--- config.mk ---
export PLATFORM = sky130hd
export DESIGN_NAME = magnitude_top
export DESIGN_NICKNAME = d
export VERILOG_FILES = /design/src/design/magnitude_pkg.sv /design/src/design/isqrt_iter.sv /design/src/design/magnitude_top.sv /design/src/design/pipe_stage.sv /design/src/design/square_sum.sv
export SDC_FILE = /design/constraint.sdc
export NUM_CORES = 1
export LEC_CHECK = 0
export BUFFER_PORTS_ARGS = -buffer_cell sky130_fd_sc_hd__buf_2
export CAP_MARGIN = 20
export CORE_AREA = 10 10 114 157
export CTS_BUF_LIST = sky130_fd_sc_hd__clkbuf_4 sky130_fd_sc_hd__clkbuf_8 sky130_fd_sc_hd__clkbuf_16
export DETAILED_ROUTE_END_ITERATION = 6
export DIE_AREA = 0 0 124 167
export MAX_ROUTING_LAYER = met4
export PLACE_DENSITY = 0.83
export REMOVE_ABC_BUFFERS = 1
export SETUP_SLACK_MARGIN = 0.3
export SLEW_MARGIN = 30
export SYNTH_ARGS = -nofsm -noshare
export SYNTH_HDL_FRONTEND = slang
export SYNTH_SLANG_ARGS = --single-unit
export TNS_END_PERCENT = 1
--- constraint.sdc ---
create_clock -name clk -period 5.5 [get_ports clk]
set_input_delay 0.275 -clock clk [delete_from_list [all_inputs] [get_ports clk]]
set_output_delay 0.275 -clock clk [all_outputs]
set_load 0.01 [all_outputs]
--- src/design/magnitude_pkg.sv ---
package magnitude_pkg;

  // ==========================================================================
  // widths
  // ==========================================================================

  // one coordinate
  localparam int COORD_W = 8;

  // x*x + y*y, largest is 130050
  localparam int SUMSQ_W = 17;

  // radicand padded to an even width, two bits per step
  localparam int RAD_W = SUMSQ_W + (SUMSQ_W % 2);

  // root width, also the iteration count
  localparam int ROOT_W = RAD_W / 2;

  // ==========================================================================
  // payload types
  // ==========================================================================

  typedef struct packed {
    logic [COORD_W-1:0] x;
    logic [COORD_W-1:0] y;
  } coord_pair_t;

  typedef logic [ROOT_W-1:0] root_t;

endpackage

--- src/design/isqrt_iter.sv ---
`timescale 1ns/1ps

module isqrt_iter (
  input  logic                              clk,
  input  logic                              reset,
  input  logic [magnitude_pkg::SUMSQ_W-1:0] recv_msg,
  input  logic                              recv_val,
  output logic                              recv_rdy,
  output magnitude_pkg::root_t              send_msg,
  output logic                              send_val,
  input  logic                              send_rdy
);
  import magnitude_pkg::*;

  localparam int CNT_W = $clog2(ROOT_W);
  localparam int ACC_W = ROOT_W + 2;

  typedef enum logic [1:0] {
    IDLE = 2'd0,
    CALC = 2'd1,
    DONE = 2'd3
  } state_t;

  state_t state;
  state_t state_next;

  logic [CNT_W-1:0] iter;
  logic             last_iter;
  logic             accept;

  // datapath registers
  logic [RAD_W-1:0] rad;
  logic [ACC_W-1:0] acc;
  root_t            root_q;

  logic [ACC_W-1:0] acc_shift;
  logic [ACC_W-1:0] test_res;
  logic             test_ok;

  // ==========================================================================
  // control
  // ==========================================================================

  assign accept    = recv_val && recv_rdy;
  assign last_iter = (iter == CNT_W'(ROOT_W - 1));

  always_comb begin
    state_next = state;
    case (state)
      IDLE: begin
        if (accept) begin
          state_next = CALC;
        end
      end
      CALC: begin
        if (last_iter) begin
          state_next = DONE;
        end
      end
      DONE: begin
        if (send_val && send_rdy) begin
          state_next = IDLE;
        end
      end
      default: begin
        state_next = IDLE;
      end
    endcase
  end

  always_ff @(posedge clk) begin
    if (reset) begin
      state <= IDLE;
      iter  <= '0;
    end else begin
      state <= state_next;
      // counts calc cycles only
      if (state == CALC) begin
        iter <= iter + 1'b1;
      end else begin
        iter <= '0;
      end
    end
  end

  assign recv_rdy = (state == IDLE);
  assign send_val = (state == DONE);

  // ==========================================================================
  // datapath
  // ==========================================================================

  // next two radicand bits into the remainder
  assign acc_shift = {acc[ROOT_W-1:0], rad[RAD_W-1 -: 2]};

  // trial subtract of root with 01 appended, msb is the sign
  assign test_res = acc_shift - {root_q, 2'b01};
  assign test_ok  = ~test_res[ACC_W-1];

  always_ff @(posedge clk) begin
    if (accept) begin
      rad    <= RAD_W'(recv_msg);
      acc    <= '0;
      root_q <= '0;
    end else if (state == CALC) begin
      rad <= {rad[RAD_W-3:0], 2'b00};
      if (test_ok) begin
        acc    <= test_res;
        root_q <= {root_q[ROOT_W-2:0], 1'b1};
      end else begin
        // restore
        acc    <= acc_shift;
        root_q <= {root_q[ROOT_W-2:0], 1'b0};
      end
    end
  end

  assign send_msg = root_q;

endmodule

--- src/design/magnitude_top.sv ---
`timescale 1ns/1ps

module magnitude_top (
  input  logic                              clk,
  input  logic                              reset,
  input  logic [magnitude_pkg::COORD_W-1:0] in_x,
  input  logic [magnitude_pkg::COORD_W-1:0] in_y,
  input  logic                              in_val,
  output logic                              in_rdy,
  output magnitude_pkg::root_t              out_mag,
  output logic                              out_val,
  input  logic                              out_rdy
);
  import magnitude_pkg::*;

  coord_pair_t        in_pair;
  coord_pair_t        pair;
  logic               pair_val;
  logic               pair_rdy;
  logic [SUMSQ_W-1:0] sumsq;
  logic               sumsq_val;
  logic               sumsq_rdy;
  root_t              root;
  logic               root_val;
  logic               root_rdy;

  assign in_pair = '{x: in_x, y: in_y};

  // ==========================================================================
  // stage chain
  // ==========================================================================

  pipe_stage #(
    .payload_t(coord_pair_t)
  ) in_stage (
    .clk     (clk),
    .reset   (reset),
    .in_data (in_pair),
    .in_val  (in_val),
    .in_rdy  (in_rdy),
    .out_data(pair),
    .out_val (pair_val),
    .out_rdy (pair_rdy)
  );

  square_sum squarer (
    .clk    (clk),
    .reset  (reset),
    .in_pair(pair),
    .in_val (pair_val),
    .in_rdy (pair_rdy),
    .sumsq  (sumsq),
    .out_val(sumsq_val),
    .out_rdy(sumsq_rdy)
  );

  isqrt_iter root_unit (
    .clk     (clk),
    .reset   (reset),
    .recv_msg(sumsq),
    .recv_val(sumsq_val),
    .recv_rdy(sumsq_rdy),
    .send_msg(root),
    .send_val(root_val),
    .send_rdy(root_rdy)
  );

  pipe_stage #(
    .payload_t(root_t)
  ) out_stage (
    .clk     (clk),
    .reset   (reset),
    .in_data (root),
    .in_val  (root_val),
    .in_rdy  (root_rdy),
    .out_data(out_mag),
    .out_val (out_val),
    .out_rdy (out_rdy)
  );

endmodule

--- src/design/pipe_stage.sv ---
`timescale 1ns/1ps

module pipe_stage #(
  parameter type payload_t = logic [7:0]
) (
  input  logic     clk,
  input  logic     reset,
  input  payload_t in_data,
  input  logic     in_val,
  output logic     in_rdy,
  output payload_t out_data,
  output logic     out_val,
  input  logic     out_rdy
);

  payload_t skid_data;
  logic     skid_val;
  logic     in_fire;
  logic     stall;

  // ready is just the inverted skid flag, so it comes straight from a flop
  assign in_rdy  = ~skid_val;
  assign in_fire = in_val && in_rdy;
  assign stall   = out_val && !out_rdy;

  // occupancy flags
  always_ff @(posedge clk) begin
    if (reset) begin
      out_val  <= 1'b0;
      skid_val <= 1'b0;
    end else if (skid_val) begin
      // main is full here, drain skid into main
      out_val <= 1'b1;
      if (out_rdy) begin
        skid_val <= 1'b0;
      end
    end else if (in_fire) begin
      out_val <= 1'b1;
      if (stall) begin
        skid_val <= 1'b1;
      end
    end else if (out_rdy) begin
      out_val <= 1'b0;
    end
  end

  // payload registers
  always_ff @(posedge clk) begin
    if (skid_val) begin
      if (out_rdy) begin
        out_data <= skid_data;
      end
    end else if (in_fire) begin
      if (stall) begin
        skid_data <= in_data;
      end else begin
        out_data <= in_data;
      end
    end
  end

endmodule

--- src/design/square_sum.sv ---
`timescale 1ns/1ps

module square_sum (
  input  logic                              clk,
  input  logic                              reset,
  input  magnitude_pkg::coord_pair_t        in_pair,
  input  logic                              in_val,
  output logic                              in_rdy,
  output logic [magnitude_pkg::SUMSQ_W-1:0] sumsq,
  output logic                              out_val,
  input  logic                              out_rdy
);
  import magnitude_pkg::*;

  logic [2*COORD_W-1:0] x_sq;
  logic [2*COORD_W-1:0] y_sq;
  logic [SUMSQ_W-1:0]   sum_next;
  logic                 accept;

  // squares and their sum
  assign x_sq     = in_pair.x * in_pair.x;
  assign y_sq     = in_pair.y * in_pair.y;
  assign sum_next = SUMSQ_W'(x_sq) + SUMSQ_W'(y_sq);

  // take a new pair when empty or when the held sum leaves this cycle
  assign in_rdy = ~out_val | out_rdy;
  assign accept = in_val && in_rdy;

  always_ff @(posedge clk) begin
    if (reset) begin
      out_val <= 1'b0;
    end else if (accept) begin
      out_val <= 1'b1;
    end else if (out_rdy) begin
      out_val <= 1'b0;
    end
  end

  // sum is held while stalled
  always_ff @(posedge clk) begin
    if (accept) begin
      sumsq <= sum_next;
    end
  end

endmodule

Yosys cells after proc, flatten, opt, wreduce, memory -nomap -nowiden. Index checks and enable logic that the tools add are counted.

Bits in registers: 114. Input port bits: 20. Output and inout bits: 11. Word-level logic and storage cells: 91.

Add/subtract/negate cells: 3. Multipliers: 2. Equal/unequal tests: 10. Mux-type cells: 32. Bitwise operators: 5. Reduce and logical (&&, ||, !) cells: 21.

Operators by type and width (number): 16-bit two-way mux (4); 9-bit two-way mux (5); 17-bit two-way mux (2); 8-bit by 8-bit multiplier with 16-bit output (2); 16-bit by 16-bit adder with 17-bit output (1); 1-bit two-way mux (17); 3-bit AND reduction (5); 11-bit subtractor (1); 2-bit by 1-bit inequality test with 1-bit output (second input constant) (4); 2-bit nonzero test (4); 1-bit logical AND (6); 2-bit two-way mux (3); 2-bit inequality test (second input constant) (3); 2-bit case mux with 3 select lines (1); 3-bit nonzero test (2); 4-bit by 1-bit adder with 4-bit output (second input constant) (1); 4-bit equality test (second input constant) (1); 1-bit inverter (4); 2-bit by 1-bit equality test with 1-bit output (second input constant) (1); 2-bit equality test (second input constant) (1); 1-bit zero test (2); 2-bit zero test (1); 2-bit OR reduction (1); 1-bit OR (1).

Longest topological paths before layout. Gate-level depths: netlist of the first run.

Word-level depth: 7. Depth in mapped cells: 20. Depth with buffers taken out: 20.

Hierarchy. A second synthesis of the first run with hierarchy kept.

Cell total of the unflattened synthesis: 715. Area, all modules: 8295.5 um2.

By module, submodules not included: square_sum (instances 1, cells an instance 423, area each 4192.8 um2); isqrt_iter (instances 1, cells an instance 191, area each 2072.0 um2); pipe_stage (in_stage) (instances 1, cells an instance 61, area each 1252.5 um2); pipe_stage (out_stage) (instances 1, cells an instance 40, area each 778.2 um2).

Worst setup path after synthesis of the first run. No wires, ideal clock.

Kind: register -> register. From: reg in_stage.out_data[5] (netlist bit). To: reg squarer.sumsq[14] (netlist bit), data pin. Library setup time: 0.259 ns. Arrival time: 5.355 ns. Required time: 5.241 ns. Path slack: -0.114 ns. Cell stages (with the launch flop): 18. Path buffers: 1. Cells stage by stage: edfxtp_1 clkbuf_1 nand2_1 fa_1 inv_1 fa_1 fa_1 fa_1 fa_1 inv_1 fa_1 inv_1 ha_1 a2111oi_0 o21ai_0 a41oi_2 nor4b_1 a211o_1.

Word-level cells in the longest chain between the ends: 2.

Ends and longest elaborated chain: start: declaration (RTL line pipe_stage.sv:11) `output payload_t out_data,`; start signal: assignment (RTL line pipe_stage.sv:51) `out_data <= skid_data;`; start signal: assignment (RTL line pipe_stage.sv:57) `out_data <= in_data;`; 8-bit by 8-bit multiplier with 16-bit output (RTL line square_sum.sv:22) `assign y_sq = in_pair.y * in_pair.y;`; 16-bit by 16-bit adder with 17-bit output (RTL line square_sum.sv:23) `assign sum_next = SUMSQ_W'(x_sq) + SUMSQ_W'(y_sq);`; via squarer.sum_next[14] (RTL line square_sum.sv:17) `logic [SUMSQ_W-1:0] sum_next;`; end signal: assignment (RTL line square_sum.sv:42) `sumsq <= sum_next;`; end: declaration (RTL line square_sum.sv:9) `output logic [magnitude_pkg::SUMSQ_W-1:0] sumsq,`.

The timed path passes the listed nets, and every way through them passes these cells. A chain may end at the register's enable or synchronous reset.

Worst setup path in the final report of the first run.
From: reg in_stage.out_data[15] (netlist bit). To: reg squarer.sumsq[14] (netlist bit), data pin.

Word-level cells in the longest chain between the ends: 2.

Ends and longest elaborated chain: 8-bit by 8-bit multiplier with 16-bit output (RTL line square_sum.sv:21) `assign x_sq = in_pair.x * in_pair.x;`; 16-bit by 16-bit adder with 17-bit output (RTL line square_sum.sv:23); via squarer.sum_next[14] (RTL line square_sum.sv:17).

The timed path passes the listed nets, and every way through them passes these cells.

==> results of run 1 <==
-- power groups by stage --
stage / logic [mW] / clock network [mW] / registers [mW]
floorplan: 2.55 / 0 / 1.24
global placement: 3.14 / 0 / 1.25
detailed placement: 3.29 / 0 / 1.26
CTS: 3.85 / 1.10 / 1.24
global route: 4.91 / 1.13 / 1.26
finish: 4.55 / 1.09 / 1.25
-- repair_timing --
item / CTS / global route
setup endpoints to repair: 8 / 9
pin swaps: 33 / 31
setup buffers: 16 / 8
resized for setup: 47 / 27
-- path summary, 6_finish.rpt --
| path | start | to | slack (ns) | cells past startpoint |
|---|---|---|---|---|
| setup / recovery | in_stage.out_data[15] | squarer.sumsq[14] | 0.01 | 18 |
| hold / removal | in_y[0] | in_stage.skid_data[0] | 0.04 | 1 |
| setup reg to reg | in_stage.out_data[15] | squarer.sumsq[14] | 0.01 | 18 |
| hold reg to reg | root_unit.rad[15] | root_unit.rad[17] | 0.46 | 2 |
-- per-layer routing --
layer | up-vias | routed length, um | global-route usage, %
met2 | 225 | 11000 | 34.3
met4 | 0 | 1120 | 9.34
met3 | 98 | 902 | 4.09
met5 | - | 0 | -
li1 | 2509 | - | -
met1 | 2748 | 6440 | 18.1
-- registers in the layout (all words and copies together) (netlist names) --
register and flops:
in_stage.out_data 16, in_stage.skid_val 1, out_stage.out_val 1, root_unit.rad 18, root_unit.acc 9, in_stage.skid_data 16, out_stage.skid_data 9, out_stage.out_data 9
root_unit.send_msg 9, root_unit.iter 4, root_unit.state 2, in_stage.out_val 1, squarer.out_val 1, squarer.sumsq 17, out_stage.skid_val 1
-- stage by stage --
stage	total power, mW	std cells
floorplan	3.80	679
global placement	4.40	928
detailed placement	4.54	928
CTS	6.19	976
global route	7.30	984
finish	6.89	984
-- layout make-up --
| type | instances | area [um2] | share of cell area (%) |
|---|---|---|---|
| clock inverters | 15 | 159 | 1.65 |
| clock buffers | 17 | 425 | 4.42 |
| repair buffers | 81 | 552 | 5.73 |
| inverters | 113 | 424 | 4.40 |
| flip-flops and latches | 114 | 3120 | 32.4 |
| multi-input cells | 452 | 4710 | 48.9 |
| well taps | 192 | 240 | 2.49 |
-- placed cells by master, fill, tap and decap left out, types with 4 or more instances in the layout --
master     instances
inv_1            106
edfxtp_1          84
fa_1              67
ha_1              56
nand2_1           52
buf_4             46
mux2_2            33
and2_1            30
dfxtp_1           30
buf_2             30
o21ai_0           19
clkbuf_16         17
xnor2_1           16
nor2_1            16
a21oi_1           14
xor2_1            11
ha_4              10
o22ai_1            9
fa_2               9
and2_4             8
mux2i_1            8
inv_6              8
inv_2              7
nor2b_1            7
nand3_1            7
nor3_1             7
nand2_2            6
a21o_1             5
buf_6              5
and3_1             4
nor3b_1            4
-- cell families after synthesis --
kind of cell / Yosys count / share of synthesized area [%]
AOI/OAI and AO/OA: 82 / 6.70
buffers and inverters: 134 / 6.43
adders and majority gates: 143 / 29.4
and+or+nand+nor: 158 / 9.95
xor gates and xnor gates: 28 / 3.05
muxes: 41 / 5.62
DFF: 114 / 38.9
-- worst max-delay path: cells and delay by family (launching register included) --
kind | cells | cell delay [ns]
buffers and inverters | 5 | 0.36
AOI/OAI and AO/OA | 4 | 0.97
adders and majority gates | 7 | 3.28
and+or+nand+nor | 2 | 0.21
DFF | 1 | 0.40
==> results.sh, run 1 <==
export IMPL_status="complete, no violations"
export IMPL_fillCellCount=990
export IMPL_cts_sinks=114
export IMPL_synth_avg_cell_area_um2=11.5
export IMPL_ys_flop_type="edfxtp_1"
export IMPL_cts_buffers_inserted=17
export IMPL_crit_type="reg -> reg"
export IMPL_cp_arrival_ns=5.65
export IMPL_gp_congestion=0.898
export IMPL_postCtsHoldBufs=0
export IMPL_post_dp_hpwl_mm=11.8
export IMPL_whs_ns=0.0407
export IMPL_async_flop_share_pct=0
export IMPL_synth_edff_count=84
export IMPL_insertion_delay_ns=0.42
export IMPL_yosysUniqueCellTypes=52
export IMPL_fp_dieW_um=124
export IMPL_drcViolationCount=0
export IMPL_grt_max_degree=28
export IMPL_rsz0062_at_grt="true"
export IMPL_finalCritPeriodShare_pct=99.7
export IMPL_area_growth_pct=19.9
export IMPL_synth_area_leader_cell="edfxtp_1"
export IMPL_root_buffer="clkbuf_16"
export IMPL_initial_utilization_pct=53.8
export IMPL_grt_pass1_wl_mm=29.9
export IMPL_start_kind="flop"
export IMPL_drt_pass1_iterations=5
export IMPL_skew_ns=0.0104
export IMPL_timing_final_hold_violations=0
export IMPL_clk_pin_slew_ns=0.06
export IMPL_slew_headroom_pct=36.1
export IMPL_synth_most_common_cell="inv_1"
export IMPL_power_frac_clock_pct=15.9
export IMPL_max_freq_mhz=182
export IMPL_clk_path_buf_depth=2
export IMPL_crit_path_max_incr_delay_ns=0.55
export IMPL_grt_pass1_vias=5989
export IMPL_post_dp_cell_area_um2=8540
export IMPL_cp_common_cell="fa_1"
export IMPL_power_frac_seq_pct=18.1
export IMPL_tightest_slew_ns=0.956
export IMPL_fin_crit_ns=5.49
export IMPL_nNetsFinal=942
export IMPL_antenna_found_initial=0
export IMPL_layout_setup_ws_ns=0.0138
export IMPL_cp_max_fo=2
export IMPL_numPortBuffers=30
export IMPL_drt_iter0_drc=448
export IMPL_layout_drive_gt1_share_pct=26.3
export IMPL_h_tree_depth=4
export IMPL_io_pins=31
export IMPL_crit_chain="buf_4 > and2_4 > fa_1 > inv_2 > fa_1 > inv_1 > fa_1 > fa_2 > fa_1 > inv_2 > fa_2 > inv_2 > ha_4 > a2111oi_4 > o21ai_2 > a41oi_2 > nor4b_2 > a211o_1"
export IMPL_setup_viol=0
export IMPL_leakagePower_nw=4.12
export IMPL_die_area_um2=20700
export IMPL_irDropWorstVdd_v=0.000630
export IMPL_required_ns=5.66
export IMPL_drv_slew=0
export IMPL_yosys_register_bits=114
export IMPL_synth_commonest_cells="inv_1, edfxtp_1, fa_1"
export IMPL_vias=5580
export IMPL_power_switching_share_pct=42.5
export IMPL_yosysSeqAreaShare_pct=38.9
export IMPL_ys_warn_count=0
export IMPL_hp_class="in -> reg"
export IMPL_post_synth_top_area_fraction_pct=31.4
export IMPL_drt_wl_total_mm=19.4
export IMPL_rows=53
export IMPL_grt_ovfl_total=0
export IMPL_finalInstanceArea_um2=9640
export IMPL_p_per_area_nw_per_um2=715
export IMPL_end_kind="flop"
export IMPL_final_core_util_pct=64.6
export IMPL_p_int_mw=3.96
export IMPL_cts_tree="yes"
export IMPL_critPathSlowestCell="fa_1"
export IMPL_die_h_um=167
export IMPL_cap_violations=0
export IMPL_coreArea_um2=14900
export IMPL_syn_area_um2=8030
export IMPL_grt_use_total_pct=18.9
export IMPL_wl_per_cell_um=19.7
export IMPL_tns_ns=0
export IMPL_syn_inst=700
export IMPL_power_frac_comb_pct=66.0
export IMPL_power_switching_mw=2.93
export IMPL_ant_nets=0
export IMPL_synth_area_leaders="edfxtp_1, fa_1, ha_1"
export IMPL_viasPerCell=5.67
export IMPL_dp_slack_ns=-0.0785
export IMPL_antenna_cells=0
(Power assumes the default switching activity.)
==> inputs of run 2 (changes only) <==
PLACE_DENSITY = 0.73   (was 0.83)
==> results.sh, run 2 (same netlist as run 1, synthesis figures left out) <==
export IMPL_status="complete, no violations"
export IMPL_clk_path_buf_depth=2
export IMPL_layout_drive_gt1_share_pct=23.9
export IMPL_largest_register_ffs=18
export IMPL_finalCritPeriodShare_pct=99.0
export IMPL_slew_headroom_pct=39.7
export IMPL_drt_wl_total_mm=16.4
export IMPL_power_switching_mw=2.65
export IMPL_tns_ns=0
export IMPL_power_frac_comb_pct=65.2
export IMPL_cts_tree="yes"
export IMPL_drv_slew=0
export IMPL_clk_pin_slew_ns=0.06
export IMPL_final_common_cell="inv_1"
export IMPL_required_ns=5.68
export IMPL_grt_max_degree=29
export IMPL_grt_use_total_pct=17.1
export IMPL_drt_pass1_iterations=4
export IMPL_crit_chain="buf_4 > and2_1 > fa_1 > fa_1 > fa_1 > fa_1 > fa_1 > inv_1 > fa_1 > inv_1 > ha_4 > o21a_1 > o21ai_1 > nand2b_1 > a41oi_2 > nor4b_2 > a211o_1"
export IMPL_power_switching_share_pct=40.7
export IMPL_gp_congestion=0.901
export IMPL_io_pins=31
export IMPL_nNetsFinal=932
export IMPL_viasPerCell=5.35
export IMPL_setup_viol=0
export IMPL_rsz0062_at_grt="true"
export IMPL_grt_ovfl_total=0
export IMPL_timing_final_hold_violations=0
export IMPL_cts_sinks=114
export IMPL_top_register="root_unit.rad"
export IMPL_skew_ns=0.00879
export IMPL_grt_pass1_wl_mm=27.0
export IMPL_crit_path_max_incr_delay_ns=0.54
export IMPL_wl_per_cell_um=16.9
export IMPL_root_buffer="clkbuf_16"
export IMPL_post_dp_hpwl_mm=12.1
export IMPL_r2r_cells=17
export IMPL_antenna_cells=0
export IMPL_end_kind="flop"
export IMPL_fp_dieW_um=124
export IMPL_grt_pass1_vias=5713
export IMPL_regArea_um2=3120
export IMPL_tightest_slew_ns=0.903
export IMPL_antenna_found_initial=0
export IMPL_power_frac_seq_pct=19.0
export IMPL_cap_violations=0
export IMPL_cts_buffers_inserted=17
export IMPL_holdPathStages=1
export IMPL_leakagePower_nw=4.03
export IMPL_max_freq_mhz=184
export IMPL_h_tree_depth=4
export IMPL_irDropWorstVdd_v=0.000433
export IMPL_rows=53
export IMPL_crit_type="reg -> reg"
export IMPL_die_h_um=167
export IMPL_p_per_area_nw_per_um2=692
export IMPL_power_frac_clock_pct=15.8
export IMPL_critPathSlowestCell="fa_1"
export IMPL_top_regs="root_unit.rad x18, squarer.sumsq x17"
export IMPL_p_int_mw=3.87
export IMPL_ant_nets=0
export IMPL_cp_max_fo=4
export IMPL_coreArea_um2=14900
export IMPL_insertion_delay_ns=0.43
export IMPL_mostFrequentLayoutCells="inv_1, edfxtp_1, fa_1"
export IMPL_fillCellCount=1126
export IMPL_rrSetupSlack_ns=0.06
export IMPL_fin_crit_ns=5.44
export IMPL_cp_common_cell="fa_1"
export IMPL_initial_utilization_pct=53.8
export IMPL_numPortBuffers=30
export IMPL_postCtsHoldBufs=0
export IMPL_worstPathBufferInverterCount=3
export IMPL_crit_family="adder cells"
export IMPL_drt_iter0_drc=267
export IMPL_die_area_um2=20700
export IMPL_area_growth_pct=17.4
export IMPL_hp_class="in -> reg"
export IMPL_multi_input_area_um2=4610
export IMPL_start_kind="flop"
export IMPL_worstSetupPathDepth=17
export IMPL_whs_ns=0.0327
export IMPL_cp_arrival_ns=5.62
export IMPL_drcViolationCount=0
export IMPL_vias=5214
==> run 2: changes by cell type in the layout (fill, tap and decap cells not counted), moves of 3 or more <==
cell / previous run / this run
inv_6: 8 / 2
inv_8: 3 / 0
buf_4: 46 / 36
and2_1: 30 / 33
clkinvlp_4: 1 / 6
and2_4: 8 / 5
ha_1: 56 / 62
clkinv_2: 0 / 3
ha_4: 10 / 5
==> run 2: worst paths after layout <==
check,startpoint,to
worst max-delay path,in_stage.out_data[0],squarer.sumsq[14]
worst min-delay path,in_y[1],in_stage.skid_data[1]
worst max register to register,in_stage.out_data[0],squarer.sumsq[14]
worst min register to register,root_unit.send_msg[0],out_stage.skid_data[0]
==> run 2: power by group through the flow <==
stage | Clock [mW] | Sequential (mW) | Combinational [mW]
finish | 1.03 | 1.24 | 4.25
detailed placement | 0 | 1.26 | 3.29
global placement | 0 | 1.25 | 3.15
global route | 1.08 | 1.25 | 4.67
floorplan | 0 | 1.24 | 2.55
CTS | 1.04 | 1.24 | 3.76
==> run 2: through the flow <==
step / area, um2 / worst slack (ns) / power, mW / util (%) / std cells
2_1_floorplan: 7940 / 0.00602 / 3.80 / - / 679
3_3_place_gp: 8540 / 0.0292 / 4.41 / 57.3 / 928
3_5_place_dp: 8540 / -0.0516 / 4.55 / 57.3 / 928
4_1_cts: 9300 / 0.135 / 6.04 / 62.3 / 970
5_1_grt: 9430 / -0.112 / 7.01 / 63.2 / 974
6_report: 9430 / 0.0556 / 6.52 / 63.2 / 974
==> run 2: area by class of cell <==
type | instances | area share [%]
clock buffers | 19 | 4.67
clock inverters | 13 | 1.18
inverters | 113 | 4.50
multi-input cells | 452 | 48.9
flip-flops and latches | 114 | 33.1
well taps | 192 | 2.55
repair buffers | 71 | 5.06
==> run 2: repair_timing <==
action,in CTS,in global routing
setup endpoints to repair,8,8
pin swaps,23,23
buffers inserted,10,4
cloned,0,0
gates resized for setup,35,24
==> run 2: routing by layer <==
layer  track usage (%)  wire length (um)  up-vias
met2              30.8              9370      113
li1                  -                 -     2487
met1              16.2              5890     2562
met3              3.59               529       52
met4              9.39               646        0
met5                 -                 0        -
==> inputs of run 3 (changes only) <==
REMOVE_ABC_BUFFERS = default   (was 1)
==> results.sh, run 3 (same netlist as run 1, synthesis figures left out) <==
export IMPL_slew_headroom_pct=40.4
export IMPL_wl_per_cell_um=16.0
export IMPL_drt_wl_total_mm=15.4
export IMPL_grt_pass1_vias=5648
export IMPL_clk_path_buf_depth=2
export IMPL_leakagePower_nw=4.00
export IMPL_finalCritPeriodShare_pct=98.3
export IMPL_max_freq_mhz=185
export IMPL_die_h_um=167
export IMPL_viasPerCell=5.31
export IMPL_rows=53
export IMPL_drt_iter0_drc=290
export IMPL_gp_congestion=0.943
export IMPL_post_dp_hpwl_mm=12.0
export IMPL_die_area_um2=20700
export IMPL_top_register="root_unit.rad"
export IMPL_final_cells=964
export IMPL_cts_buffers_inserted=17
export IMPL_postCtsHoldBufs=0
export IMPL_area_growth_pct=16.2
export IMPL_synthesis_nets=863
export IMPL_grt_use_total_pct=16.2
export IMPL_drcViolationCount=0
export IMPL_initial_utilization_pct=53.8
export IMPL_mostFrequentLayoutCells="inv_1, edfxtp_1, fa_1"
export IMPL_nNetsFinal=922
export IMPL_hp_class="in -> reg"
export IMPL_layout_drive_gt1_share_pct=21.1
export IMPL_grt_pass1_wl_mm=26.0
export IMPL_status="complete, no violations"
export IMPL_clk_pin_slew_ns=0.05
export IMPL_start_kind="flop"
export IMPL_dp_cells=920
export IMPL_irDropWorstVdd_v=0.000423
export IMPL_top_regs="root_unit.rad x18, squarer.sumsq x17"
export IMPL_required_ns=5.66
export IMPL_layout_setup_ws_ns=0.0912
export IMPL_timing_final_hold_violations=0
export IMPL_ant_nets=0
export IMPL_insertion_delay_ns=0.42
export IMPL_largest_register_ffs=18
export IMPL_drt_pass1_iterations=4
export IMPL_skew_ns=0.00830
export IMPL_vias=5115
export IMPL_cp_max_fo=4
export IMPL_fin_crit_ns=5.41
export IMPL_cts_tree="yes"
export IMPL_tns_ns=0
export IMPL_final_core_util_pct=62.5
export IMPL_rsz0062_at_grt="true"
export IMPL_root_buffer="clkbuf_16"
export IMPL_grt_ovfl_total=0
export IMPL_cts_sinks=114
export IMPL_tightest_slew_ns=0.893
export IMPL_coreArea_um2=14900
export IMPL_fp_dieW_um=124
export IMPL_dp_slack_ns=0.0131
export IMPL_numPortBuffers=30
export IMPL_antenna_cells=0
export IMPL_crit_type="reg -> reg"
export IMPL_p_per_area_nw_per_um2=648
export IMPL_cp_arrival_ns=5.57
export IMPL_final_common_cell="inv_1"
export IMPL_grt_max_degree=29
export IMPL_h_tree_depth=4
export IMPL_end_kind="flop"
export IMPL_finalPower_mw=6.05
export IMPL_io_pins=31
export IMPL_antenna_found_initial=0
export IMPL_cap_violations=0
export IMPL_setup_viol=0
export IMPL_drv_slew=0
==> run 3: cell types whose count changed in the layout (fill, tap and decap cells not counted), sizes merged <==
cell and delta:
buf -10, clkinvlp -3, clkinv -1, inv -2, clkbuf +4, bufinv +2
==> run 3: per-layer routing <==
| layer | up-vias | GRT usage (%) | share of wire, % | wire length, um |
|---|---|---|---|---|
| met1 | 2523 | 15.9 | 36 | 5620 |
| met3 | 40 | 3.55 | 3.0 | 465 |
| li1 | 2460 | - | - | - |
| met5 | - | - | 0 | 0 |
| met4 | 0 | 7.43 | 4.2 | 646 |
| met2 | 92 | 29.3 | 56 | 8680 |
==> run 3: worst paths after layout <==
kind / startpoint / endpoint / slack (ns) / cells after the start
worst min-delay path: in_y[1] / in_stage.skid_data[1] / 0.05 / 1
worst max register to register: in_stage.out_data[14] / squarer.sumsq[14] / 0.09 / 16
worst min register to register: root_unit.rad[15] / root_unit.rad[17] / 0.44 / 2
worst max-delay path: in_stage.out_data[14] / squarer.sumsq[14] / 0.09 / 16
==> run 3: power breakdown <==
group | leakage, nW | internal [mW] | total (mW) | switching, mW
combinational | 2.68 | 1.77 | 3.68 | 1.91
clock | 0.297 | 0.754 | 1.13 | 0.378
sequential | 1.03 | 1.19 | 1.24 | 0.0536
==> run 3: per-stage QoR <==
stage / cell area (um2) / hold slack [ns]
6_report: 9330 / 0.0469
3_5_place_dp: 8570 / 0.419
3_3_place_gp: 8570 / 0.420
4_1_cts: 9280 / 0.0315
2_1_floorplan: 8150 / 0.351
5_1_grt: 9330 / 0.0341
==> run 3: layout make-up <==
cell class                      instances  area (um2)
Clock buffer                           23         483
Clock inverter                          9         131
Fill cell                            1131        5590
Inverter                              113         424
Multi-Input combinational cell        452        4550
Sequential cell                       114        3120
Tap cell                              192         240
Timing Repair Buffer                   61         383
==> run 3: critical path, cell delays in order, from the launching register on <==
cell and delay [ns]:
edfxtp_1 0.44, nand2_1 0.17, fa_1 0.54, fa_1 0.54, inv_1 0.05, fa_1 0.52
fa_1 0.44, fa_1 0.54, inv_1 0.05, fa_1 0.53, inv_1 0.04, ha_1 0.26
a2111oi_4 0.31, o21ai_2 0.12, a41oi_2 0.27, nor4b_2 0.08, a211o_1 0.24
==> run 3: timing repair <==
item / in CTS / in global routing
buffers inserted: 8 / 4
endpoints found under the setup margin: 7 / 9
gates resized for setup: 11 / 5
cloned: 0 / 0
pin swaps: 12 / 4
